==> src/spuTimingPkg.sv <==
// ------------------------------
// Timing side definitions
//  Voice count and cycle counts
//  Voice index and slot phase types
//  Sequencer states, voice command
// ------------------------------
package spuTimingPkg;

	localparam int numVoices   = 24;
	localparam int slotCycles  = 32;			// Clocks per voice slot
	localparam int sampleCycles = numVoices * slotCycles;	// 768 per sample

	typedef logic [4:0] voiceIdx;	// Voice 0..23
	typedef logic [4:0] slotPhase;	// Cycle 0..31 in slot

	// Per slot sequencer
	typedef enum logic [1:0] {
		idle,		// Wait for slot start
		fetch,		// Voice presented to param RAM
		update,		// Position write back
		skip		// Core disabled, slot unused
	} seqState;

	// Sequencer to param RAM
	typedef struct packed {
		voiceIdx voice;
		logic    clearPos;	// Key-on, restart at 0
		logic    we;		// Position write strobe
	} voiceCmd;

endpackage

==> src/sampleTimer.sv <==
// ------------------------------
// Sample period timer
//  768 cycle counter
//  Sample tick, voice slot, slot phase
// ------------------------------
`timescale 1ns/1ps

module sampleTimer import spuTimingPkg::*; (
	input  logic     clk,
	input  logic     n_rst,
	output logic     sampleTick,
	output voiceIdx  voice,
	output slotPhase phase
);

	logic [$clog2(sampleCycles)-1:0] counter;	// 0..767
	logic                            lastCycle;

	assign lastCycle = (counter == ($clog2(sampleCycles))'(sampleCycles - 1));

	// ------------------------------
	// Period counter
	// ------------------------------
	always_ff @(posedge clk) begin
		if (!n_rst) begin
			counter    <= '0;
			sampleTick <= 1'b0;
		end else begin
			counter    <= lastCycle ? '0 : counter + 1'b1;
			sampleTick <= lastCycle;	// High while counter is back at 0
		end
	end

	// Slot size is a power of two, plain bit slices
	assign voice = voiceIdx'(counter / slotCycles);
	assign phase = slotPhase'(counter % slotCycles);

endmodule

==> config.mk <==
export PLATFORM = sky130hd
export DESIGN_NAME = sampleTimer
export DESIGN_NICKNAME = d
export VERILOG_FILES = /design/src/spuTimingPkg.sv /design/src/sampleTimer.sv
export SDC_FILE = /design/constraint.sdc
export NUM_CORES = 1
export LEC_CHECK = 0
export BUFFER_PORTS_ARGS = -buffer_cell sky130_fd_sc_hd__buf_2
export CORE_MARGIN = 2
export CORE_UTILIZATION = 34
export CTS_CLUSTER_SIZE = 14
export DETAILED_ROUTE_END_ITERATION = 7
export RECOVER_POWER = 25
export SLEW_MARGIN = 20
export SYNTH_ARGS = -nofsm -noshare
export SYNTH_HDL_FRONTEND = slang
export SYNTH_SLANG_ARGS = --single-unit
==> constraint.sdc <==
create_clock -name clk -period 3.8 [get_ports clk]
set_input_delay 0.95 -clock clk [delete_from_list [all_inputs] [get_ports clk]]
set_output_delay 0.95 -clock clk [all_outputs]
set_load 0.02 [all_outputs]
== Word-level counts from Yosys, hierarchy flattened ==
Index checks and enable logic that the tools add are counted.
W data, S select, Z words.
Word-level totals
  memories: 0
  RAM bits: 0
  output and inout bits: 11
  bits in read-only memories: 0
  bits in latches: 0
  register bits: 11
Cells by class
  add/subtract/negate cells: 1
  equal/unequal tests: 1
  div/mod/pow operators: 0
  reduce and logical (&&, ||, !) cells: 1
  muxes and demuxes: 0
  shift-type cells: 0
  $mul: 0
  magnitude comparators: 0
  bitwise gates (word level): 1
Operators by type and width (number)
  $add A10 B1 Y10 const B: 1
  $eq A10 B10 Y1 const B: 1
  $reduce_or A2 Y1: 1
  $not A1 Y1: 1

== Longest topological paths before layout ==
  word-level depth: 2
  mapped depth: 4

== Least setup slack after synthesis ==
No wires, ideal clock.
  path type: flip-flop to flip-flop
  start point: register counter[0]
  end point: register counter[2]
  cell stages (with the launch flop): 5
  buffers on the path: 0
  setup slack: 2.244 ns
  data arrival time: 1.420 ns
  required time: 3.664 ns
  cells stage by stage: dfxtp_1 ha_1 nand3_1 o41ai_4 nor2_1
On the way
  cells in the longest elaborated chain, start to end: 2
  elaborated cells between the ends (all ways): 3
  classes of those cells: 1 x add/sub; 1 x eq/ne; 1 x reduce/logical
RTL lines
  from (decl): line sampleTimer.sv:16  | logic [$clog2(sampleCycles)-1:0] counter;
  from (signal assigned): line sampleTimer.sv:29  | counter <= lastCycle ? '0 : counter + 1'b1;
  branches (longest 2 deep; another with $add A10 B1 Y10)
Parallel ways; which one is timed is not known.
A chain may end at the register's enable or synchronous reset.

== Final worst setup path ==
  start point: register counter[0]
  end point: register counter[4]
Same word-level chain as after synthesis.

==> qor.csv <==
stage,metric,value,unit
status,outcome,"finished, violations left",
status,failing checks,capacitance limit,
place,DP HPWL,660,µm
place,Placer Congestion,0.701,
clocking,"Reg clk slew, reported paths",70,ps
clocking,clock root buffer,clkbuf_4,
synthesis,prevailing post-synth register cell,dfxtp_1,
drt,Routed WL per cell,11.0,µm
finish,Layout Nets,71,
floorplanning,Row Count,13,
sta,RSZ-0062 raised after global routing,false,
floorplanning,# IOs,13,
power_and_ir_drop,total power,217,µW
sta,final setup vio count,0,
synthesis,post-synthesis cell area,489,µm²
sta,fin crit share,59.9,%
clocking,worst skew pair latency,270,ps
sta,slew margin rel.,0.674,%
synthesis,Syn Nets,54,
clocking,total CTS buffers,3,
critical_path,"Buf+Inv Stages, Crit Path",0,
drt,total number of vias,417,
floorplanning,Die Ht,41.9,µm
finish,Area Overhead vs Synth,17.6,%
drt,Routed WL,901,µm
critical_path,"delay-heaviest family, CP",compound AO/OA/AOI/OAI gates,
critical_path,crit-path max cell delay,1190,ps
synthesis,number of synthesized flops with an enable pin,0,
floorplanning,core area,1320,µm²
synthesis,leading area contributor after synthesis,dfxtp_1,
synthesis,number of synthesized register bits,11,
clocking,CTS Buffer Depth,2,
finish,final non-filler cell total,82,
sta,Tmin final,2280,ps
synthesis,top-count cell post-synth,dfxtp_1,
finish,Ant. Diodes,0,
global_routing,largest net degree at the start of global routing,10,
clocking,H-tree depth,1,
drt,DR DRC count,0,
finish,area occupied by multi-input gates,235,µm²
global_routing,GR Overflow Total,0,
sta,count of pins over their slew limit,0,
finish,Reg area,220,µm²
power_and_ir_drop,Static Leak,0.238,nW
global_routing,antenna violations before repair,0,
synthesis,most frequent cells after synthesis,"dfxtp_1 (11), nor2_1 (6), nand3_1 (5), a21oi_1 (4), inv_1 (4)",
clocking,hold buffer count at cts,0,
clocking,CTS Sinks,11,
synthesis,register area share after synthesis,45.0,%
synthesis,Syn Area/Cell,9.59,µm²
global_routing,vias in the first global route,367,
synthesis,top-area cell type share of the netlist area,45.0,%
synthesis,Cells after Synth,51,
worst_hold_path,Hold Path Class,flop to flop,
synthesis,Post-synth ARST share,0,%
drt,DRT Pass-1 Iters,2,
power_and_ir_drop,worst vdd ir,0.181,mV
critical_path,Crit Path Class,flop to flop,
critical_path,slowest CP cell,o41ai_1,
finish,# fillers,133,
critical_path,worst-path fanout max,9,
drt,Via density,5.09,
sta,clock skew,2.38,ps
critical_path,startpoint types,flop,
global_routing,GR Util All Layers,11.9,%
global_routing,first-pass GRT wire length,1570,µm
finish,share of cells above drive strength 1,29.9,%
sta,Setup TNS,0,ps
place,PortBufs,12,
floorplanning,Chip Width,41.9,µm
drt,initial DRC count,8,
drt,Final ANT Viol Nets,0,
clocking,Post CTS Setup Buffer Count,0,
critical_path,crit end category,flop,
synthesis,synth unique cells,19,
sta,"Hold Vio Cnt, Final",0,
sta,Tightest Pin Transition,1470,ps
finish,Final Util,43.7,%
floorplanning,initial core utilization,37.1,%
critical_path,CP required,3900,ps
place,placed cells,78,
critical_path,Critical Path AT,2380,ps
critical_path,crit-path cells,ha_1 -> nand3_1 -> o41ai_1 -> nor2_1,
synthesis,synth warn,0,
power_and_ir_drop,PwrDens,378,nW/µm²
sta,hold_ws,489,ps
flow_run,Max-Cap Viols,1,
synthesis,Area contributors post-synth,"dfxtp_1 (45%), o41ai_4 (5.6%), nand3_1 (5.1%)",
clocking,PostCTS Resize Cnt,0,
clocking,CTS tree,built,
sta,fmax,439,MHz
floorplanning,DIE AREA,1760,µm²
flip-flops by register name, summed over array words and instances, names as in the netlist:
| register | flops |
|---|---|
| counter | 10 |
| sampleTick | 1 |
through the flow:
| stage | worst slack (ps) | instance area [µm²] |
|---|---|---|
| 2_1_floorplan | 2240 | 489 |
| 3_3_place_gp | 2180 | 568 |
| 3_5_place_dp | 2190 | 568 |
| 4_1_cts | 1890 | 594 |
| 5_1_grt | 1320 | 576 |
| 6_report | 1520 | 576 |
cells in the final DEF, fill, tap and decap left out, types with 2 or more instances in the layout:
cell type  Yosys  routed
clkbuf_4       0       3
o21ai_0        3       3
o31ai_1        2       2
buf_2          0      12
nand2_1        3       3
dfxtp_1       11      11
a21oi_1        4       4
or3_2          2       2
xor2_1         2       2
inv_1          4       4
nor2_1         6       6
nand3_1        5       5
cell type report:
class | count | area share (%)
flip-flops and latches | 11 | 38.3
clock buffers | 4 | 4.57
well taps | 15 | 3.26
multi-input cells | 36 | 40.9
repair buffers | 12 | 10.4
inverters | 4 | 2.61
routing by layer:
metal	vias up	part of all wire, %	GRT usage, %
met3	4	5.3	3.48
met5	-	0	0
met2	11	39	16.9
met4	0	3.2	9.68
li1	213	-	-
met1	189	52	14.8
power by group:
part	internal, mW	leakage, nW	switching (mW)	total, mW
Combinational	0.00513	0.134	0.00922	0.0144
Sequential	0.118	0.0892	0.00396	0.122
Clock	0.0406	0.0150	0.0405	0.0811
Total	0.164	0.238	0.0536	0.217
final timing paths:
check / end / cells past startpoint / start / slack (ps)
hold / removal: counter[0] / 1 / counter[0] / 490
setup / recovery: counter[4] / 4 / counter[0] / 1520
setup reg to reg: counter[4] / 4 / counter[0] / 1520
hold reg to reg: counter[0] / 1 / counter[0] / 490
cell families (layout without fill, tap and decap cells):
logic type                 Yosys count  count (layout)  share of synthesized area [%]
AOI/OAI and AO/OA                   11              11                           17.6
and+or+nand+nor                     21              21                           26.3
xor gates and xnor gates             3               3                           5.37
adders and majority gates            1               1                           2.56
DFF                                 11              11                           45.0
buffers and inverters                4              20                           3.07
No activity file was read; power rests on OpenSTA's default activity.
