==> src/spuTimingPkg.sv <==
// ------------------------------
// Timing side definitions
//  Voice count and cycle counts
//  Voice index and slot phase types
//  Sequencer states, voice command
// ------------------------------
package spuTimingPkg;

	localparam int numVoices   = 24;
	localparam int slotCycles  = 32;			// Clocks per voice slot
	localparam int sampleCycles = numVoices * slotCycles;	// 768 per sample

	typedef logic [4:0] voiceIdx;	// Voice 0..23
	typedef logic [4:0] slotPhase;	// Cycle 0..31 in slot

	// Per slot sequencer
	typedef enum logic [1:0] {
		idle,		// Wait for slot start
		fetch,		// Voice presented to param RAM
		update,		// Position write back
		skip		// Core disabled, slot unused
	} seqState;

	// Sequencer to param RAM
	typedef struct packed {
		voiceIdx voice;
		logic    clearPos;	// Key-on, restart at 0
		logic    we;		// Position write strobe
	} voiceCmd;

endpackage

==> src/spuRegPkg.sv <==
// ------------------------------
// Register side definitions
//  Register and bus value types
//  Voice field and global word indices
//  Address map limits, pitch clamp
//  Wishbone request and response structs
// ------------------------------
package spuRegPkg;

	// ------------------------------
	// Value types
	// ------------------------------
	typedef logic [15:0] regWord;		// One 16 bit register
	typedef logic [10:0] busAddr;		// Byte address, bit 0 unused
	typedef logic [23:0] voiceMask;		// One bit per voice
	typedef logic [15:0] position;		// 4.12 sample position

	// Voice field index, adr bits 3..1
	localparam logic [2:0] fieldVolL   = 3'd0;
	localparam logic [2:0] fieldVolR   = 3'd1;
	localparam logic [2:0] fieldPitch  = 3'd2;
	localparam logic [2:0] fieldStart  = 3'd3;
	localparam logic [2:0] fieldAdsrLo = 3'd4;
	localparam logic [2:0] fieldAdsrHi = 3'd5;
	localparam logic [2:0] fieldPos    = 3'd6;	// Read only
	localparam logic [2:0] fieldRepeat = 3'd7;

	// Global word index, adr bits 5..1
	localparam logic [4:0] globMainL  = 5'h00;
	localparam logic [4:0] globMainR  = 5'h01;
	localparam logic [4:0] globKonLo  = 5'h04;	// Voices 0..15
	localparam logic [4:0] globKonHi  = 5'h05;	// Voices 16..23 in low byte
	localparam logic [4:0] globCtrl   = 5'h16;

	// Address map
	localparam busAddr voiceAreaEnd = 11'h180;	// First byte past voice area
	localparam busAddr globalBase   = 11'h180;	// 64 byte global window

	// Core limits
	localparam regWord pitchLimit    = 16'h4000;	// Max step, 4.0 samples
	localparam int     ctrlEnableBit = 15;

	// ------------------------------
	// Wishbone classic
	// ------------------------------
	typedef struct packed {
		logic   cyc;
		logic   stb;
		logic   we;
		busAddr adr;
		regWord datW;
	} wbReq;

	typedef struct packed {
		logic   ack;
		regWord datR;	// Valid with ack
	} wbResp;

endpackage
==> src/voiceSequencer.sv <==
// ------------------------------
// Voice sequencer
//  One voice per slot, three cycles
//  Key-on restart or pitch advance
//  Key-on clear back to registers
// ------------------------------
`timescale 1ns/1ps

module voiceSequencer import spuTimingPkg::*; import spuRegPkg::*; (
	input  logic     clk,
	input  logic     n_rst,
	input  voiceIdx  voice,
	input  slotPhase phase,
	input  voiceMask keyOn,
	input  logic     enable,
	output voiceCmd  cmd,
	output logic     konClearValid,
	output voiceIdx  konClearVoice
);

	seqState state;
	voiceIdx curVoice;		// Voice of the slot in flight
	logic    konBit;		// Key-on sampled in fetch

	// ------------------------------
	// State machine
	// ------------------------------
	always_ff @(posedge clk) begin
		if (!n_rst) begin
			state    <= idle;
			curVoice <= '0;
			konBit   <= 1'b0;
		end else begin
			case (state)
				idle: begin
					if (phase == '0) begin		// Slot start
						curVoice <= voice;
						state    <= enable ? fetch : skip;
					end
				end
				fetch: begin
					// Param RAM reads pitch and position this cycle
					konBit <= keyOn[curVoice];
					state  <= update;
				end
				update: state <= idle;	// Write lands at this edge
				skip:   state <= idle;	// Nothing to do this slot
				default: state <= idle;
			endcase
		end
	end

	// ------------------------------
	// Outputs
	// ------------------------------
	always_comb begin
		cmd.voice    = curVoice;
		cmd.we       = (state == update);
		cmd.clearPos = (state == update) && konBit;
	end

	// Serviced key-on goes back to the register block
	assign konClearValid = (state == update) && konBit;
	assign konClearVoice = curVoice;

endmodule

==> config.mk <==
export PLATFORM = sky130hd
export DESIGN_NAME = voiceSequencer
export DESIGN_NICKNAME = d
export VERILOG_FILES = /design/src/spuTimingPkg.sv /design/src/spuRegPkg.sv /design/src/voiceSequencer.sv
export SDC_FILE = /design/constraint.sdc
export NUM_CORES = 1
export LEC_CHECK = 0
export ABC_AREA = 0
export BUFFER_PORTS_ARGS = -buffer_cell sky130_fd_sc_hd__buf_2
export CAP_MARGIN = 40
export CORE_UTILIZATION = 36
export CTS_BUF_LIST = sky130_fd_sc_hd__clkbuf_16
export DETAILED_ROUTE_END_ITERATION = 7
export PLACE_DENSITY = 0.77
export REMOVE_ABC_BUFFERS = 1
export SLEW_MARGIN = 20
export SYNTH_ARGS = -nofsm -noshare
export SYNTH_HDL_FRONTEND = slang
export SYNTH_SLANG_ARGS = --single-unit
export TNS_END_PERCENT = 50
==> constraint.sdc <==
create_clock -name clk -period 2.28 [get_ports clk]
set_clock_uncertainty 0.1 [all_clocks]
set_input_delay 0.228 -clock clk [delete_from_list [all_inputs] [get_ports clk]]
set_output_delay 0.228 -clock clk [all_outputs]
set_load 0.005 [all_outputs]
# ---- Yosys cells after proc, flatten, opt, wreduce, memory -nomap -nowiden
# Cells that the tools add are included.
dict set report classes {
  magnitude_cmp 1
  eq_ne 4
  mux 5
  reduce_logical 5
}
# cell count
set op_table {}
lappend op_table {{5-bit by 6-bit less-than comparator with 1-bit output, second input constant} 1}
lappend op_table {{2-bit one-hot mux with 3 select lines} 1}
lappend op_table {{1-bit binary-select mux with 5-bit select} 1}
lappend op_table {{5-bit logical NOT} 1}
lappend op_table {{2-bit equality test, second input constant} 2}
lappend op_table {{2-bit 2-to-1 mux} 2}
lappend op_table {{2-bit by 1-bit equality test with 1-bit output, second input constant} 1}
lappend op_table {{2-bit logical NOT} 1}
lappend op_table {{2-bit inequality test, second input constant} 1}
lappend op_table {{2-bit AND reduction} 1}
lappend op_table {{2-bit OR reduction} 1}
lappend op_table {{1-bit logical AND} 1}
lappend op_table {{1-bit 2-to-1 mux} 1}
dict set report word_totals {
  ff_bits 8
  inputBits 37
  out_inout_bits 13
  elab_cells 18
}

# ---- Depth between registers and ports, before layout
# Gate-level depths: netlist of run 1.
dict set report logic_depth {
  ltp_word 3
  depth_mapped 5
  depth_no_buf 4
}

# ---- Worst setup path before layout of run 1
# OpenSTA, ideal clock, no wires.
dict set report synth_path {
  path_type {reg2reg}
  from {reg curVoice[0] (netlist: konClearVoice[0])}
  to {reg konBit}
  arrival_time_ps 1466
  path_slack_ps 592
  stages_incl_launch_ff 6
  n_path_buf 1
  cell_sequence {dfxtp_1 -> buf_2 -> mux4_2 -> mux2_2 -> nand3b_1 -> a31oi_1}
}
dict set report synth_between {
  elab_chain_cells 2
}
# element line
set synth_lines {}
lappend synth_lines {{start, declared} voiceSequencer.sv:22} ;# voiceIdx curVoice;
lappend synth_lines {{start signal, assigned} voiceSequencer.sv:37} ;# curVoice <= voice;
lappend synth_lines {{1-bit binary-select mux with 5-bit select} voiceSequencer.sv:43} ;# konBit <= keyOn[curVoice];
lappend synth_lines {{1-bit 2-to-1 mux (not written as such)} voiceSequencer.sv:43}
lappend synth_lines {{end signal, assigned} voiceSequencer.sv:43}
lappend synth_lines {{end, declared} voiceSequencer.sv:23} ;# logic konBit;
# No other way between the ends. The select of a mux whose other input is x is not followed.
# A chain may end at the register's enable or synchronous reset.

# ---- Worst setup path in the final report of run 1
# Ends and elaborated chain as after synthesis.

==> results of run 1 <==
## cells in the mapped netlist (all sizes together)
cell type / count / area (sq um)
a31oi: 1 / 6.26
a41o: 1 / 10.0
and2: 2 / 12.5
and2b: 1 / 7.51
buf: 7 / 50.0
dfxtp: 8 / 160
mux2: 1 / 11.3
mux2i: 5 / 50.1
mux4: 6 / 135
nand2: 1 / 3.75
nand3: 1 / 5.00
nand3b: 3 / 22.5
nor2: 1 / 3.75
nor2b: 6 / 37.5
nor4: 2 / 27.5
o21a: 1 / 7.51
o21ai: 1 / 5.00
or4: 1 / 11.3
## cell usage in the layout (no fill, tap or decap), drive strengths merged, types with 2 or more instances in the layout
cell / instances
dfxtp: 8
buf: 49
nand3b: 3
and2: 2
nor4: 2
mux2i: 5
clkbuf: 3
nor2b: 6
mux4: 6
## final cells by class
cell class	count	area, sq um	share of cell area [%]
timing repair buffer	49	245	28.7
multi-input combinational	34	357	41.7
tap	15	18.8	2.19
sequential	8	160	18.7
clock buffer	3	75.1	8.77
## per-layer routing
| layer | global-route usage [%] | wire length (microns) |
|---|---|---|
| met1 | 17.4 | 545 |
| met2 | 36.9 | 857 |
| met3 | 6.96 | 110 |
| met4 | 6.45 | 0 |
| met5 | 0 | 0 |
## sequential cells by signal, indices dropped and copies added (netlist names)
signal,flops
state,2
konBit,1
konClearVoice,5
## report_power, final
part	internal [mW]	switching, mW	leakage, nW
combinational	0.0393	0.0186	0.300
clock	0.226	0.0631	0.0370
sequential	0.143	0.00313	0.0646
## stage by stage
| step | area (sq um) | worst slack [ns] | hold slack (ns) | utilization (%) |
|---|---|---|---|---|
| detailed placement | 781 | 0.446 | 0.396 | 56.5 |
| floorplan | 517 | 0.539 | 0.246 | - |
| finish | 856 | 0.465 | 0.173 | 61.9 |
| global route | 856 | 0.370 | 0.193 | 61.9 |
| global placement | 781 | 0.475 | 0.387 | 56.5 |
| CTS | 856 | 0.436 | 0.174 | 61.9 |
## logic make-up (layout without fill, tap and decap cells)
| kind of cell | Yosys count | after routing |
|---|---|---|
| buf+inv | 7 | 52 |
| compound gates | 4 | 4 |
| flops | 8 | 8 |
| mux | 12 | 12 |
| simple gates | 18 | 18 |
## critical path, delay by kind of cell (launching register included)
kind / cells / cell delay, ns
AND/OR/NAND/NOR: 1 / 0.08
flip-flops: 1 / 0.59
AO/OA/AOI/OAI: 1 / 0.08
multiplexers: 2 / 0.84
## worst min-delay path by stage
stage / from / endpoint / depth (start not counted) / slack, ns
finish: voice[1] / konClearVoice[1] / 3 / 0.17
global route: voice[4] / konClearVoice[4] / 3 / 0.19
CTS: voice[1] / konClearVoice[1] / 3 / 0.17
detailed placement: voice[1] / konClearVoice[1] / 3 / 0.40
global placement: voice[0] / konClearVoice[0] / 3 / 0.39
floorplan: n_rst / state[1] / 1 / 0.25
==> metrics.md, run 1 <==
| Metric | Value |
|---|---|
| Iter 0 DRT Violations | 9 |
| Critical Path Source Type | flip-flop |
| Final Hold Fails | 0 |
| Sinks on the clock net | 8 |
| Max VDD drop | 0.414 mV |
| Largest net degree at the start of global routing | 10 |
| Worst-path cell chain | mux4_2 > mux2_2 > nand3b_1 > a31oi_1 |
| Layout area overhead | 51.0% |
| Via count | 565 |
| Unrepaired setup endpoints after global routing | no |
| Die Ht | 41.7 microns |
| # fillers | approximately 120 |
| Top fanout value on the critical path | 9 |
| DIE AREA | 0.00174 sq mm |
| Post-synthesis cell count | 49 |
| Crit path to | konBit |
| Synthesis Warnings | 0 |
| Synth Area in XOR/XNOR | 0% |
| Compound-cell area share of the yosys netlist | slightly above 5% |
| Sequential-to-total area share from yosys stat | 28.3% |
| Worst Setup SP | konClearVoice[0] |
| GRT Residual Overflow | 0 |
| Max_cap viols | 0 |
| CORE AREA | 0.00138 sq mm |
| Post-route minimum period | 1.82 ns |
| R2R depth | 4 |
| Total power | 492 uW |
| Avg Inst Size Synth | ~12 sq um |
| Worst endpoint required time | roughly 2.3 ns |
| Final setup fails | 0 |
| Largest family of logic cells by synthesized area | multiplexers |
| Worst path max stage delay | a little under 0.6 ns |
| Clock Tree Buf Depth | 2 |
| RePlAce Congestion | 0.675 |
| Netlist cell types | 20 |
| Final Net Count | approximately 130 |
| Yosys reg bits | 8 |
| Postcts setup bufs | 0 |
| Final Max Tran Viols | 0 |
| N_diodes | 0 |
| Worst slew margin | 64.8% |
| Outcome | finished clean |
| Synth Cell Area | 567 sq um |
| Number of vias per cell | roughly 5.2 |
| Fin cells | 109 |
| Share of layout cells above drive strength 1 | 64.9% |
| Io pins | 50 |
| Kind of critical path | flip-flop to flip-flop |
| Initial antenna violation count | 0 |
| WL/cell | 13.9 microns |
| Critical path arrival | about 1.8 ns |
| Post-DRT Antenna Nets | 0 |
| TritonRoute pass-1 iters | 4 |
| Worst-Skew Late Latency | 0.23 ns |
| R2r startpoint | konClearVoice[0] |
| Crit end category | flip-flop |
| Multiplexer area fraction after synthesis | 34.7% |
| # rows | 13 |
| Fin crit share | 79.6% |
| Adder-Cell Fraction of Synth Area | 0% |
| Post-CTS Resized | 0 |
| Port Buffers | 49 |
| Setup TNS | 0 ns |
| Starting Density | 41.0% |
| FMAX | 551 MHz |
| Clock root cell | clkbuf_16 |
| Horizontal die dimension | 41.7 microns |
| Tot GR Track Use | around a fifth |
| Final wirelength | 1.51 mm |
| TritonCTS clock tree | yes |
| Hold crit path type | input pin to flip-flop |
| Pwr dens | 575 mW/mm^2 |
| # hold bufs at CTS | 0 |
| H-tree Lvls | 1 |
| Slew at the pin closest to its max-slew limit | 0.524 ns |
| Highest-delay cell along the critical path | dfxtp_1 |
| Reg2Reg Capture Point | konBit |
| CTS Buf Count | 3 |
| # DRC | 0 |
| LEAKAGE | 0.402 nW |
| Vias in the first global route | between 500 and 600 |
| Simple-gate portion of the synthesized area | 23.2% |
| Reg-to-reg slack, setup | 0.46 ns |
| First-pass GRT wire length | 2.42 mm |
| Placed cells | between 100 and 150 |
| Clk pin slew, worst setup/hold paths | 0.04 ns |
(Power assumes the default switching activity.)
==> run 2, diff against run 1 <==
--- a/config.mk
+++ b/config.mk
@@ -8,10 +8,10 @@
 export ABC_AREA = 0
 export BUFFER_PORTS_ARGS = -buffer_cell sky130_fd_sc_hd__buf_2
 export CAP_MARGIN = 40
-export CORE_UTILIZATION = 36
+export CORE_UTILIZATION = 32
 export CTS_BUF_LIST = sky130_fd_sc_hd__clkbuf_16
 export DETAILED_ROUTE_END_ITERATION = 7
-export PLACE_DENSITY = 0.77
+export PLACE_DENSITY = 0.73
 export REMOVE_ABC_BUFFERS = 1
 export SLEW_MARGIN = 20
 export SYNTH_ARGS = -nofsm -noshare
==> constraint.sdc (replaced) <==
create_clock -name clk -period 1.5 [get_ports clk]
set_clock_uncertainty 0.1 [all_clocks]
set_input_delay 0.15 -clock clk [delete_from_list [all_inputs] [get_ports clk]]
set_output_delay 0.15 -clock clk [all_outputs]
set_load 0.005 [all_outputs]
==> run 2 against run 1 <==
The run now ends with design-rule violations, negative setup slack left. Final cell count grew 5.5%. First-iteration DRC count fell by 33%. Wire length decreased by 3.2%. Setup slack got worse by 0.53 ns. Sequential cell count did not move. Via count is 2.3% higher. Die area rose by 12%. Highest routed layer is now met4.
==> metrics.md, run 2 (same netlist as run 1, synthesis figures left out) <==
| Metric | Value |
|---|---|
| Outcome | complete, but fails checks |
| Violated checks | design-rule violations, negative setup slack |
| FMAX | 637 MHz (+16%) |
| Starting Density | 36.0% (-5.0 points) |
| WHS | 0.0768 ns (-0.0957 ns) |
| Clock Tree Buf Depth | 2 (unchanged) |
| Worst hold path startpoint | voice[3] |
| Slew at the pin closest to its max-slew limit | 0.310 ns (-0.214 ns) |
| R2R depth | 5 (+1) |
| CTS Buf Count | 3 (unchanged) |
| Iter 0 DRT Violations | 6 (-3) |
| Share of layout cells above drive strength 1 | 67.7% (+2.8 points) |
| Top fanout value on the critical path | 3 (-6) |
| Die Ht | 44.1 microns (+5.8%) |
| Hold Path Sink | konClearVoice[3] |
| Most common cell after layout, fill and taps aside | buf_2 |
| Final wirelength | 1.46 mm (-3.2%) |
| Unrepaired setup endpoints after global routing | yes |
| LEAKAGE | 0.431 nW (+7.4%) |
| Worst endpoint required time | 1.52 ns (-0.77 ns) |
| Post-route minimum period | 1.57 ns (-0.245 ns) |
| Vias in the first global route | 604 (+5.0%) |
| Tot GR Track Use | 17.9% (-0.95 points) |
| Sinks on the clock net | 8 (unchanged) |
| Initial antenna violation count | 0 (unchanged) |
| Detail Placement HPWL | 1.25 mm |
| Largest net degree at the start of global routing | 9 (-1) |
| RePlAce Congestion | 0.696 (+3.1%) |
| TritonCTS clock tree | yes |
| WHS Path Cells | 3 (unchanged) |
| Postcts setup bufs | 0 (unchanged) |
| Via count | 578 (+2.3%) |
| Final core utilization | 57.5% (-4.4 points) |
| WL/cell | 12.7 microns (-8.3%) |
| N_diodes | 0 (unchanged) |
| # DRC | 3 (+3) |
| Reg-to-reg slack, setup | -0.07 ns (-0.53 ns) |
| DIE AREA | 0.00194 sq mm (+12%) |
| Horizontal die dimension | 44.1 microns (+5.8%) |
| Crit end category | flip-flop |
| R2r startpoint | konClearVoice[0] |
| Worst-Skew Late Latency | 0.23 ns (about the same) |
| Max VDD drop | 0.632 mV (+53%) |
| H-tree Lvls | 1 (unchanged) |
| Critical Path Source Type | flip-flop |
| Kind of critical path | flip-flop to flip-flop |
| Hold crit path type | input pin to flip-flop |
| Critical path arrival | 1.59 ns (-0.23 ns) |
| First-pass GRT wire length | 2.47 mm (+2.3%) |
| Final Worst Setup Slack | -0.0700 ns (-0.535 ns) |
| Fin crit share | 105% (+25 points) |
| Number of vias per cell | 5.03 (-3.0%) |
| Layout area overhead | 60.0% |
| Clock root cell | clkbuf_16 |
| # rows | 14 (+1) |
| Reg2Reg Capture Point | konBit |
| TritonRoute pass-1 iters | 5 (+1) |
| Io pins | 50 (unchanged) |
| Pwr dens | 836 mW/mm^2 (+45%) |
| GRT Residual Overflow | 0 (unchanged) |
| Max FFs per register | 5 (unchanged) |
| Port Buffers | 49 (unchanged) |
| Fin area | 907 sq um (+6.0%) |
| Final Hold Fails | 0 (unchanged) |
| Area post-placement | 820 sq um (+5.0%) |
| Final setup fails | 6 (+6) |
| Clk pin slew, worst setup/hold paths | 0.04 ns (about the same) |
| Max_cap viols | 0 (unchanged) |
| CORE AREA | 0.00158 sq mm (+14%) |
| Post-DRT Antenna Nets | 0 (unchanged) |
| Pre-CTS WS | -0.149 ns (-0.595 ns) |
| Setup TNS | -0.119 ns (-0.119 ns) |
| Final Net Count | 138 (+3.8%) |
| Most frequent cells in the layout | 49 x buf_2, 7 x dfxtp_1, 6 x nor2b_1, 6 x mux4_2, 5 x mux2i_1 |
| # hold bufs at CTS | 0 (unchanged) |
| Final Max Tran Viols | 0 (unchanged) |
| Worst slew margin | 79.3% (+14 points) |
[run 2: cell type report]
type	count	area [sq um]
clock buffer	3	75.1
fill	144	669
multi-input combinational	34	357
sequential	8	161
tap	16	20.0
timing repair buffer	54	294
[run 2: per-stage QoR]
stage                     cells  power, mW
after floorplan              42      0.256
after global placement      112      0.312
after detailed placement    112      0.315
after CTS                   115      0.769
after global routing        115      0.792
final                       115      0.758
[run 2: worst max path at each step]
stage	from	endpoint	slack, ns
floorplan	konClearVoice[0]	konBit	-0.24
global placement	state[1]	konClearVoice[4]	-0.12
detailed placement	state[1]	konClearVoice[4]	-0.15
CTS	state[1]	konClearVoice[1]	-0.12
global route	state[1]	konClearVoice[1]	-0.14
finish	konClearVoice[0]	konBit	-0.07
[run 2: routing by layer]
metal / track usage (%) / vias to the layer above / part of all wire, %
met5: 0 / - / 0
met4: 6.06 / 0 / 2.3
met3: 6.53 / 4 / 6.9
met2: 34.7 / 22 / 56
met1: 17.1 / 269 / 35
li1: - / 283 / -
[run 2: power breakdown]
part / internal [mW] / total (mW) / leakage, nW / switching [mW]
Combinational: 0.0626 / 0.0920 / 0.329 / 0.0294
Sequential: 0.217 / 0.220 / 0.0651 / 0.00322
Clock: 0.344 / 0.446 / 0.0370 / 0.103
[run 2: repair_timing]
action	CTS	global route
gates resized for setup	2	2
pin swaps	2	2
setup endpoints to repair	6	6
[run 2: worst max-delay path, cell delays in order, from the launching register on]
cell and delay [ns]:
dfxtp_2 0.34, buf_6 0.11, mux4_2 0.47, mux2_2 0.27
nand3b_1 0.08, a31oi_1 0.08
