$ cat src/spuTimingPkg.sv
// ------------------------------
// Timing side definitions
//  Voice count and cycle counts
//  Voice index and slot phase types
//  Sequencer states, voice command
// ------------------------------
package spuTimingPkg;

	localparam int numVoices   = 24;
	localparam int slotCycles  = 32;			// Clocks per voice slot
	localparam int sampleCycles = numVoices * slotCycles;	// 768 per sample

	typedef logic [4:0] voiceIdx;	// Voice 0..23
	typedef logic [4:0] slotPhase;	// Cycle 0..31 in slot

	// Per slot sequencer
	typedef enum logic [1:0] {
		idle,		// Wait for slot start
		fetch,		// Voice presented to param RAM
		update,		// Position write back
		skip		// Core disabled, slot unused
	} seqState;

	// Sequencer to param RAM
	typedef struct packed {
		voiceIdx voice;
		logic    clearPos;	// Key-on, restart at 0
		logic    we;		// Position write strobe
	} voiceCmd;

endpackage

$ cat src/spuRegPkg.sv
// ------------------------------
// Register side definitions
//  Register and bus value types
//  Voice field and global word indices
//  Address map limits, pitch clamp
//  Wishbone request and response structs
// ------------------------------
package spuRegPkg;

	// ------------------------------
	// Value types
	// ------------------------------
	typedef logic [15:0] regWord;		// One 16 bit register
	typedef logic [10:0] busAddr;		// Byte address, bit 0 unused
	typedef logic [23:0] voiceMask;		// One bit per voice
	typedef logic [15:0] position;		// 4.12 sample position

	// Voice field index, adr bits 3..1
	localparam logic [2:0] fieldVolL   = 3'd0;
	localparam logic [2:0] fieldVolR   = 3'd1;
	localparam logic [2:0] fieldPitch  = 3'd2;
	localparam logic [2:0] fieldStart  = 3'd3;
	localparam logic [2:0] fieldAdsrLo = 3'd4;
	localparam logic [2:0] fieldAdsrHi = 3'd5;
	localparam logic [2:0] fieldPos    = 3'd6;	// Read only
	localparam logic [2:0] fieldRepeat = 3'd7;

	// Global word index, adr bits 5..1
	localparam logic [4:0] globMainL  = 5'h00;
	localparam logic [4:0] globMainR  = 5'h01;
	localparam logic [4:0] globKonLo  = 5'h04;	// Voices 0..15
	localparam logic [4:0] globKonHi  = 5'h05;	// Voices 16..23 in low byte
	localparam logic [4:0] globCtrl   = 5'h16;

	// Address map
	localparam busAddr voiceAreaEnd = 11'h180;	// First byte past voice area
	localparam busAddr globalBase   = 11'h180;	// 64 byte global window

	// Core limits
	localparam regWord pitchLimit    = 16'h4000;	// Max step, 4.0 samples
	localparam int     ctrlEnableBit = 15;

	// ------------------------------
	// Wishbone classic
	// ------------------------------
	typedef struct packed {
		logic   cyc;
		logic   stb;
		logic   we;
		busAddr adr;
		regWord datW;
	} wbReq;

	typedef struct packed {
		logic   ack;
		regWord datR;	// Valid with ack
	} wbResp;

endpackage
$ cat src/spuBusRegs.sv
// ------------------------------
// Wishbone slave and global registers
//  Address decode, one wait state ack
//  Main volumes, key-on, control
//  Read data select
// ------------------------------
`timescale 1ns/1ps

module spuBusRegs import spuTimingPkg::*; import spuRegPkg::*; (
	input  logic     clk,
	input  logic     n_rst,
	input  wbReq     req,
	output wbResp    resp,
	output wbReq     voiceReq,
	input  regWord   voiceData,
	output voiceMask keyOn,
	output logic     enable,
	input  logic     konClearValid,
	input  voiceIdx  konClearVoice
);

	logic       ack;
	logic       access;		// First cycle of an access
	logic       isVoice;
	logic       isGlobal;
	logic [4:0] globIdx;

	regWord   mainL;
	regWord   mainR;
	regWord   ctrl;		// Only enable bit is used
	voiceMask kon;

	regWord globRead;
	regWord globData;
	logic   wasVoice;

	// ------------------------------
	// Decode
	// ------------------------------
	assign access   = req.cyc && req.stb && !ack;
	assign isVoice  = (req.adr < voiceAreaEnd);
	assign isGlobal = (req.adr[10:6] == globalBase[10:6]);	// 180h..1BFh
	assign globIdx  = req.adr[5:1];

	// Voice area goes straight through, stb qualified
	always_comb begin
		voiceReq     = req;
		voiceReq.stb = access && isVoice;
	end

	// ------------------------------
	// Ack and global registers
	// ------------------------------
	always_ff @(posedge clk) begin
		if (!n_rst) begin
			ack   <= 1'b0;
			mainL <= '0;
			mainR <= '0;
			ctrl  <= '0;
			kon   <= '0;
		end else begin
			ack <= access;		// Never two in a row
			if (konClearValid)
				kon[konClearVoice] <= 1'b0;
			// CPU write comes last and wins over the clear
			if (access && req.we && isGlobal) begin
				case (globIdx)
					globMainL: mainL      <= req.datW;
					globMainR: mainR      <= req.datW;
					globKonLo: kon[15:0]  <= req.datW;
					globKonHi: kon[23:16] <= req.datW[7:0];
					globCtrl:  ctrl       <= req.datW;
					default: ;
				endcase
			end
		end
	end

	// ------------------------------
	// Read data
	// ------------------------------
	always_comb begin
		case (globIdx)
			globMainL: globRead = mainL;
			globMainR: globRead = mainR;
			globKonLo: globRead = kon[15:0];
			globKonHi: globRead = {8'h00, kon[23:16]};
			globCtrl:  globRead = ctrl;
			default:   globRead = '0;
		endcase
	end

	always_ff @(posedge clk) begin
		if (access) begin
			wasVoice <= isVoice;
			globData <= isGlobal ? globRead : '0;	// Outside both areas reads 0
		end
	end

	always_comb begin
		resp.ack  = ack;
		resp.datR = wasVoice ? voiceData : globData;
	end

	assign keyOn  = kon;
	assign enable = ctrl[ctrlEnableBit];

endmodule

$ cat config.mk
export PLATFORM = sky130hd
export DESIGN_NAME = spuBusRegs
export DESIGN_NICKNAME = d
export VERILOG_FILES = /design/src/spuTimingPkg.sv /design/src/spuRegPkg.sv /design/src/spuBusRegs.sv
export SDC_FILE = /design/constraint.sdc
export NUM_CORES = 1
export LEC_CHECK = 0
export BUFFER_PORTS_ARGS = -buffer_cell sky130_fd_sc_hd__buf_4
export CAP_MARGIN = 15
export CORE_MARGIN = 2
export CORE_UTILIZATION = 53
export CTS_CLUSTER_DIAMETER = 200
export DETAILED_ROUTE_END_ITERATION = 12
export PLACE_DENSITY = 0.81
export SETUP_SLACK_MARGIN = 0.15
export SKIP_CTS_REPAIR_TIMING = 1
export SYNTH_ARGS = -nofsm -noshare
export SYNTH_HDL_FRONTEND = slang
export SYNTH_SLANG_ARGS = --single-unit
export TNS_END_PERCENT = 100
$ cat constraint.sdc
create_clock -name clk -period 2 [get_ports clk]
set_input_delay 0.2 -clock clk [delete_from_list [all_inputs] [get_ports clk]]
set_output_delay 0.2 -clock clk [all_outputs]
set_load 0.005 [all_outputs]
---- Word-level counts from Yosys, hierarchy flattened ----
Index checks and enable logic that the tools add are counted.
storage, ports and cells
  word-level logic and storage cells ...... 36
  flip-flop bits (word level) ............. 90
  input bits .............................. 54
  ROM bits ................................ 0
  bits in latches ......................... 0
  memory bits (writable) .................. 0
  memories kept ........................... 0
operators by class
  bitwise gates (word level) .............. 2
  add/sub/neg operators ................... 0
  divide/modulo/power cells ............... 0
  equal/unequal tests ..................... 5
  multiply operators ...................... 0
  reductions and logical operators ........ 11
  order comparisons ....................... 3
  mux-type cells .......................... 8
  shift-type cells ........................ 0
operators by type and width
  cell                   number
  $pmux W16 S5           1
  $mux W24               2
  $mux W16               2
  $and A24 B24 Y24       1
  $not A24 Y24           1
  $eq A5 B3 Y1 const B   3
  $lt A11 B9 Y1 const B  1
  $mux W8                1
  $logic_and A1 B1 Y1    6
  $lt A5 B6 Y1 const B   1
  $reduce_and A2 Y1      3
  $demux W1 S5           1
  $eq A5 B1 Y1 const B   1
  $eq A5 B5 Y1 const B   1
  $ge A5 B1 Y1 const B   1
  $logic_not A5 Y1       1
  $logic_not A1 Y1       1
  $mux W1                1

---- Logic depth before layout (Yosys ltp) ----
Gate-level depths: netlist of the first run.
  word-level depth ........................ 9
  gate-level depth with buffers ........... 5
  gate-level depth less buffers ........... 3

---- Worst setup path before layout of the first run ----
OpenSTA, ideal clock, no wires.
  path kind ............................... flip-flop to flip-flop
  start point ............................. register ack
  end point ............................... register kon[10] (netlist: keyOn[10])
  cell stages (with the launch flop) ...... 6
  setup time .............................. 0.124 ns
  arrival time ............................ 1.455 ns
  path slack .............................. 0.422 ns
  buffers on the path ..................... 2
  cells stage by stage .................... dfxtp_1 > and3b_1 > buf_2 > nand4_4 > buf_6 > mux2i_1
on the way
  longest elaborated chain between the ends .. 5
ends and longest elaborated chain
  what                               RTL line          RTL
  start, declared                    spuBusRegs.sv:22  logic ack;
  start signal, assigned             spuBusRegs.sv:62  ack <= access;
  $logic_not A1 Y1                   spuBusRegs.sv:40  assign access = req.cyc && req.stb && !ack;
  $logic_and A1 B1 Y1                spuBusRegs.sv:40
  named net access                   spuBusRegs.sv:23  logic access;
  $logic_and A1 B1 Y1 (2 in series)  spuBusRegs.sv:66  if (access && req.we && isGlobal) begin
  $mux W24                           spuBusRegs.sv:66
  end signal, assigned               spuBusRegs.sv:70  globKonLo: kon[15:0] <= req.datW;
  end, declared                      spuBusRegs.sv:31  voiceMask kon;
The timed path passes the listed nets, and every way through them passes these cells.
A chain may end at the register's enable or synchronous reset.

==> impl_metrics.ini, run 1 <==
[status]
status = finished, final reports clean

[floorplan]
initial_core_util_pct = 54.0
dieHeight_um = 97.5
io_pins = 126
die_area_sq_um = 9510
die_w_um = 97.5
core_area_sq_um = 8590
num_rows = 34

[timing]
hold_viol_final = 0
fmax_mhz = 571
slew_viol_final = 0
finalSetupTns_ns = 0
period_share_pct = 87.5
whs_ns = 0.191
worstMarginPinSlew_ns = 0.497
grt_setup_unrepaired = no
relSlewSlack_pct = 66.6
period_minus_slack_ns = 1.75
clock_skew_ns = 0.00485
setup_violations = 0

[critical_path]
worstPathArrival_ns = 1.55
cp_num_buf_inv = 2
worst_setup_path_end_kind = primary output
cp_max_fo = 19
crit_type = register to primary output
cpPeakStageDelay_ns = 0.39
startpoint_type = register
crit_slowest_cell = and3b_2
crit_path_cell_trace = and3b_2 -> buf_6 -> and2_1 -> buf_4
r2r_slack_ns = 0.56
critPathRequiredTime_ns = 1.80
critPathTopFamily = simple AND/OR/NAND/NOR gates

[clock_tree]
clk_pin_slew_ns = 0.09
cts_buffers = 9
cts_max_level = 3
clk_latency_ns = 0.35
root_buffer = clkbuf_8
cts_tree = built
cts.sinks = 90
clockBufferDepth = 2

[drt]
via_count = 3719
drt_iter0_drc = 224
drc = 0
antenna_left = 0
first_pass_iters = 5
finalWirelength_um = 11600
wl_per_cell_um = 18.2
routed_via_density = 5.81

[placed_design]
place_hpwl_um = 8340
dp.cells = 624
placement.io_buffers = 123
placed_area_sq_um = 5470
finalWeightedCongestion = 0.823

[power]
power.ir.vdd_worst_mv = 0.354
power_per_cell_area_nw_per_um2 = 635
power_uw = 3630
leakage_uw = 0.00265

[synth]
ys_warn_count = 0
ys_seq_elements = 90
syn-cell-area_sq_um = 4640
seq_area_frac_synth_pct = 42.5
avgSynthCellArea_sq_um = 10.5
syn_nets = 495
synthCells = 441
synth.distinct_cells = 31

[layout]
area_growth_pct = 23.1
drive_gt1_share_pct = 31.8
antenna_cells = 0
stdcell_area_sq_um = 5710
nets = 581
layout_commonest_cell = buf_4
final_cell_mix = 134 x buf_4, 73 x dfxtp_1, 72 x mux2i_1
instances_no_fill = 640

[job]
cap_viol_max_count = 0

[grt]
grt_usage_pct = 24.2
grt_max_degree = 41
antenna_found_initial = 0
grt_first_pass_wirelength_um = 18500
overflow = 0
grt_pass1_vias = 3640

[min_path]
hp-class = input port to register
synth_stat cells, drive strengths merged:
library cell | n | area [sq um]
a31oi | 16 | 100
dfxtp | 73 | 1460
nor4 | 3 | 48.8
buf | 42 | 308
nor3b | 1 | 7.51
nor4b | 2 | 30.0
and3 | 1 | 6.26
nor2 | 1 | 3.75
and2 | 3 | 18.8
nor2b | 9 | 56.3
mux2 | 24 | 270
nand3b | 36 | 270
nor3 | 1 | 5.00
nand4 | 5 | 97.6
or3b | 4 | 35.0
clkbuf | 21 | 78.8
nand2 | 64 | 240
nand3 | 1 | 5.00
o211ai | 25 | 188
or3 | 1 | 6.26
a32oi | 16 | 140
edfxtp | 17 | 510
mux2i | 72 | 721
and3b | 1 | 8.76
and4b | 2 | 20.0
worst paths after layout:
kind | depth (start not counted) | endpoint | from
worst max-delay path | 4 | voiceReq[28] | ack
worst min register to register | 2 | mainL[5] | mainL[5]
worst max register to register | 3 | keyOn[23] | ack
worst min-delay path | 3 | mainR[10] | req[10]
where the power goes:
group / switching, uW / internal [uW] / total [uW]
clock: 631 / 750 / 1380
combinational: 193 / 191 / 384
sequential: 4.43 / 1860 / 1860
worst register-to-register path: cells and delay by family (launching register included):
kind | cells | cell delay, ns
multiplexers | 1 | 0.28
flip-flops | 1 | 0.31
AND/OR/NAND/NOR | 2 | 0.77
layer usage:
layer,GRT usage [%],wire length [um]
met1,31.2,4960
met2,40.7,5670
met3,4.10,718
met4,9.51,274
met5,0,0
cells by family after synthesis:
group / after synthesis / synth area share [%]
flops: 90 / 42.5
mux: 96 / 21.4
buf+inv: 63 / 8.34
simple gates: 135 / 18.5
compound gates: 57 / 9.23
area by class of cell:
type                    instances  area (sq um)
clock inverters                 1          6.26
flip-flops and latches         90          1970
well taps                     108           135
multi-input cells             288          2290
clock buffers                  15           230
fillers                       665          2880
repair buffers                138          1080
flip-flops by register name, indices dropped and copies added (netlist names):
register	cells
keyOn	24
ctrl	16
globData	16
mainL	16
mainR	16
ack	1
wasVoice	1
stage by stage:
stage	utilization [%]	setup slack (ns)
2_1_floorplan	-	0.422
6_report	66.4	0.249
3_5_place_dp	63.6	0.248
3_3_place_gp	63.6	0.329
4_1_cts	66.4	0.00715
5_1_grt	66.4	0.174
Power figures use the tool's default switching activity.
==> run 2, diff against run 1 <==
--- a/config.mk
+++ b/config.mk
@@ -12,6 +12,7 @@
 export CTS_CLUSTER_DIAMETER = 200
 export DETAILED_ROUTE_END_ITERATION = 12
 export PLACE_DENSITY = 0.81
+export RECOVER_POWER = 50
 export SETUP_SLACK_MARGIN = 0.15
 export SKIP_CTS_REPAIR_TIMING = 1
 export SYNTH_ARGS = -nofsm -noshare
==> impl_metrics.ini, run 2 (synthesis results as in run 1) <==
[floorplan]
dieHeight_um = 97.5
die_area_sq_um = 9510
core_area_sq_um = 8590
initial_core_util_pct = 54.0
die_w_um = 97.5
io_pins = 126
num_rows = 34

[clock_tree]
clk_latency_ns = 0.35
cts.sinks = 90
cts_max_level = 3
clockBufferDepth = 2
cts_buffers = 9
clk_pin_slew_ns = 0.09
cts_tree = built
root_buffer = clkbuf_8

[layout]
fillCellCount = 683
nets = 581
area_growth_pct = 21.7
final_cell_mix = 79 x buf_4, 73 x dfxtp_1, 72 x mux2i_1
drive_gt1_share_pct = 29.7
regArea_sq_um = 1970
largest_register_ffs = 24
layout_commonest_cell = buf_4
multiInputGateArea_sq_um = 2260
final_util_pct = 65.7
antenna_cells = 0

[critical_path]
worst_setup_path_end_kind = register
crit_type = register to register
r2r_slack_ns = 0.23
startpoint_type = register
cp_max_fo = 11
r2r_cells = 4
r2r-start = ack
critPathRequiredTime_ns = 2.24
worstSetupEndpoint = ctrl[7]
startpoint = ack
rr_endpoint = ctrl[7]
worstPathArrival_ns = 2.00

[power]
power.ir.vdd_worst_mv = 0.349
power_per_cell_area_nw_per_um2 = 640
pwr-share-clk_pct = 38.2
combPwrFrac_pct = 10.3
p_seq_share_pct = 51.5
leakage_uw = 0.00258
power_uw = 3610
sw_frac_of_total_pct = 22.9
internal_power_uw = 2790
power.switching_uw = 827

[drt]
via_count = 3734
drt_iter0_drc = 249
wl_per_cell_um = 18.1
first_pass_iters = 5
routed_via_density = 5.83
drc = 0
antenna_left = 0
finalWirelength_um = 11600

[timing]
whs_ns = 0.191
grt_setup_unrepaired = no
relSlewSlack_pct = 46.3
period_share_pct = 88.4
hold_viol_final = 0
setup_violations = 0
fmax_mhz = 566
finalSetupTns_ns = 0
slew_viol_final = 0
worstMarginPinSlew_ns = 0.798
clock_skew_ns = 0.00595
setup_ws_ns = 0.233
period_minus_slack_ns = 1.77

[placed_design]
place_hpwl_um = 8340
pre_cts_slack_ns = 0.248
placement.io_buffers = 123
finalWeightedCongestion = 0.823

[grt]
antenna_found_initial = 0
overflow = 0
grt_first_pass_wirelength_um = 18500
grt_usage_pct = 24.2
grt_pass1_vias = 3640
grt_max_degree = 41

[job]
cap_viol_max_count = 0

[status]
status = finished, final reports clean

[min_path]
whs_path_depth = 3
hp-class = input port to register
[run 2: critical path, cell delays in order, from the launching register on]
cell and delay (ns):
dfxtp_1 0.31, and3b_2 0.37, nand4_1 0.48, buf_12 0.35, mux2i_1 0.13
[run 2: worst min-delay path by stage]
| stage | start | slack (ns) | endpoint |
|---|---|---|---|
| after global routing | req[10] | 0.19 | mainR[10] |
| after detailed placement | req[16] | 0.40 | voiceReq[16] |
| after global placement | req[16] | 0.40 | voiceReq[16] |
| after floorplan | req[11] | 0.40 | ctrl[11] |
| after CTS | req[26] | 0.19 | wasVoice |
| final | req[10] | 0.19 | mainR[10] |
[run 2: power groups by stage]
stage / Clock, uW / Sequential (uW) / Combinational [uW]
after floorplan: 0 / 1900 / 199
after global placement: 0 / 1900 / 374
after detailed placement: 0 / 1900 / 383
after CTS: 1390 / 1860 / 385
after global routing: 1470 / 1860 / 398
final: 1380 / 1860 / 372
[run 2: area by class of cell]
class / count / share of cell area, %
Clock buffer: 15 / 4.08
Clock inverter: 1 / 0.111
Multi-Input combinational cell: 288 / 40.1
Sequential cell: 90 / 34.9
Tap cell: 108 / 2.39
Timing Repair Buffer: 138 / 18.4
[run 2: stage by stage]
step	cells	area, sq um
after floorplan	441	4640
after global placement	624	5470
after detailed placement	624	5470
after CTS	640	5700
after global routing	640	5650
final	640	5650
[run 2: routing by layer]
| metal | track usage, % | wire length, um | vias to the layer above |
|---|---|---|---|
| li1 | - | - | 1760 |
| met1 | 31.2 | 4960 | 1804 |
| met2 | 40.7 | 5680 | 146 |
| met3 | 4.10 | 703 | 24 |
| met4 | 9.51 | 262 | 0 |
| met5 | 0 | 0 | - |
==> run 3, diff against run 2 <==
--- a/config.mk
+++ b/config.mk
@@ -8,10 +8,11 @@
 export BUFFER_PORTS_ARGS = -buffer_cell sky130_fd_sc_hd__buf_4
 export CAP_MARGIN = 15
 export CORE_MARGIN = 2
-export CORE_UTILIZATION = 53
+export CORE_UTILIZATION = 57
 export CTS_CLUSTER_DIAMETER = 200
 export DETAILED_ROUTE_END_ITERATION = 12
-export PLACE_DENSITY = 0.81
+export GPL_TIMING_DRIVEN = 0
+export PLACE_DENSITY_LB_ADDON = 0.1
 export RECOVER_POWER = 50
 export SETUP_SLACK_MARGIN = 0.15
 export SKIP_CTS_REPAIR_TIMING = 1
==> constraint.sdc (replaced) <==
create_clock -name clk -period 2.1 [get_ports clk]
set_input_delay 0.21 -clock clk [delete_from_list [all_inputs] [get_ports clk]]
set_output_delay 0.21 -clock clk [all_outputs]
set_load 0.005 [all_outputs]
==> impl_metrics.ini, run 3 (synthesis results as in run 1) <==
[clock_tree]
clockBufferDepth = 2
clk_pin_slew_ns = 0.10
cts_buffers = 9
clk_latency_ns = 0.37
cts.sinks = 90
cts_max_level = 3
cts_tree = built
root_buffer = clkbuf_8

[grt]
grt_max_degree = 25
grt_pass1_vias = 3856
antenna_found_initial = 0
overflow = 0
grt_usage_pct = 29.9
grt_first_pass_wirelength_um = 19900

[layout]
layout_commonest_cell = buf_4
antenna_cells = 0
fillCellCount = 572
nets = 628
largest_register_ffs = 24
area_growth_pct = 26.7
regArea_sq_um = 1970
final_cell_mix = 97 x buf_4, 73 x dfxtp_1, 72 x mux2i_1
drive_gt1_share_pct = 32.5
multiInputGateArea_sq_um = 2290

[drt]
drc = 0
wl_per_cell_um = 19.0
routed_via_density = 5.83
finalWirelength_um = 13000
antenna_left = 0
first_pass_iters = 5
via_count = 3973
drt_iter0_drc = 292

[timing]
grt_setup_unrepaired = no
hold_viol_final = 0
slew_viol_final = 0
setup_violations = 0
finalSetupTns_ns = 0
period_minus_slack_ns = 1.86
clock_skew_ns = 0.0158
setup_ws_ns = 0.245
worstMarginPinSlew_ns = 0.747
relSlewSlack_pct = 49.8
fmax_mhz = 539
period_share_pct = 88.3

[critical_path]
r2r_cells = 5
r2r-start = ack
startpoint = req[17]
crit_type = input port to register
cp_max_fo = 10
worstSetupEndpoint = globData[6]
critPathRequiredTime_ns = 2.18
worstPathArrival_ns = 1.94
startpoint_type = input port
worst_setup_path_end_kind = register
rr_endpoint = mainL[14]
r2r_slack_ns = 0.40

[floorplan]
dieHeight_um = 94.2
num_rows = 32
die_w_um = 94.2
core_area_sq_um = 7810
initial_core_util_pct = 59.4
io_pins = 126
die_area_sq_um = 8870

[placed_design]
pre_cts_slack_ns = -0.0836
placement.io_buffers = 122
finalWeightedCongestion = 0.921
place_hpwl_um = 9550

[power]
leakage_uw = 0.00272
power_per_cell_area_nw_per_um2 = 584
power.ir.vdd_worst_mv = 0.394

[status]
status = finished, final reports clean

[min_path]
hp-class = input port to register

[job]
cap_viol_max_count = 0
run 3: where the power goes:
part           internal (uW)  switching [uW]
Sequential              1770            3.02
Combinational            202             210
Clock                    571             677
run 3: per-layer routing:
| layer | wire length [um] | global-route usage [%] |
|---|---|---|
| met2 | 6210 | 51.2 |
| met3 | 1040 | 4.25 |
| met5 | 0 | 0 |
| met4 | 235 | 10.5 |
| met1 | 5470 | 38.4 |
run 3: worst max-delay path, stage by stage:
cell,delay [ns]
buf_2,0.26
and4b_1,0.23
o211ai_1,0.58
clkbuf_1,0.50
a31oi_1,0.15
run 3: how the worst min path moves through the flow:
stage,from,end,cells past startpoint
final,req[8],ctrl[8],3
after global routing,req[9],mainR[9],3
after CTS,req[8],ctrl[8],3
after detailed placement,mainL[5],mainL[5],2
after global placement,mainL[7],mainL[7],2
after floorplan,req[11],ctrl[11],2
run 3: final cells by class:
cell class | instances | area share, %
tap | 102 | 2.17
buffer | 63 | 6.67
clock buffer | 9 | 2.11
clock inverter | 7 | 1.41
sequential | 90 | 33.6
multi-input combinational | 288 | 38.9
timing repair buffer | 122 | 15.1
run 3: through the flow:
step	hold slack, ns	total power (uW)	cells	utilization [%]	cell area (sq um)
2_1_floorplan	0.413	2000	441	-	4640
3_3_place_gp	0.440	2220	665	72.8	5680
3_5_place_dp	0.449	2230	665	72.8	5680
4_1_cts	0.171	3430	681	75.4	5890
5_1_grt	0.215	3520	681	75.2	5870
6_report	0.165	3430	681	75.2	5870
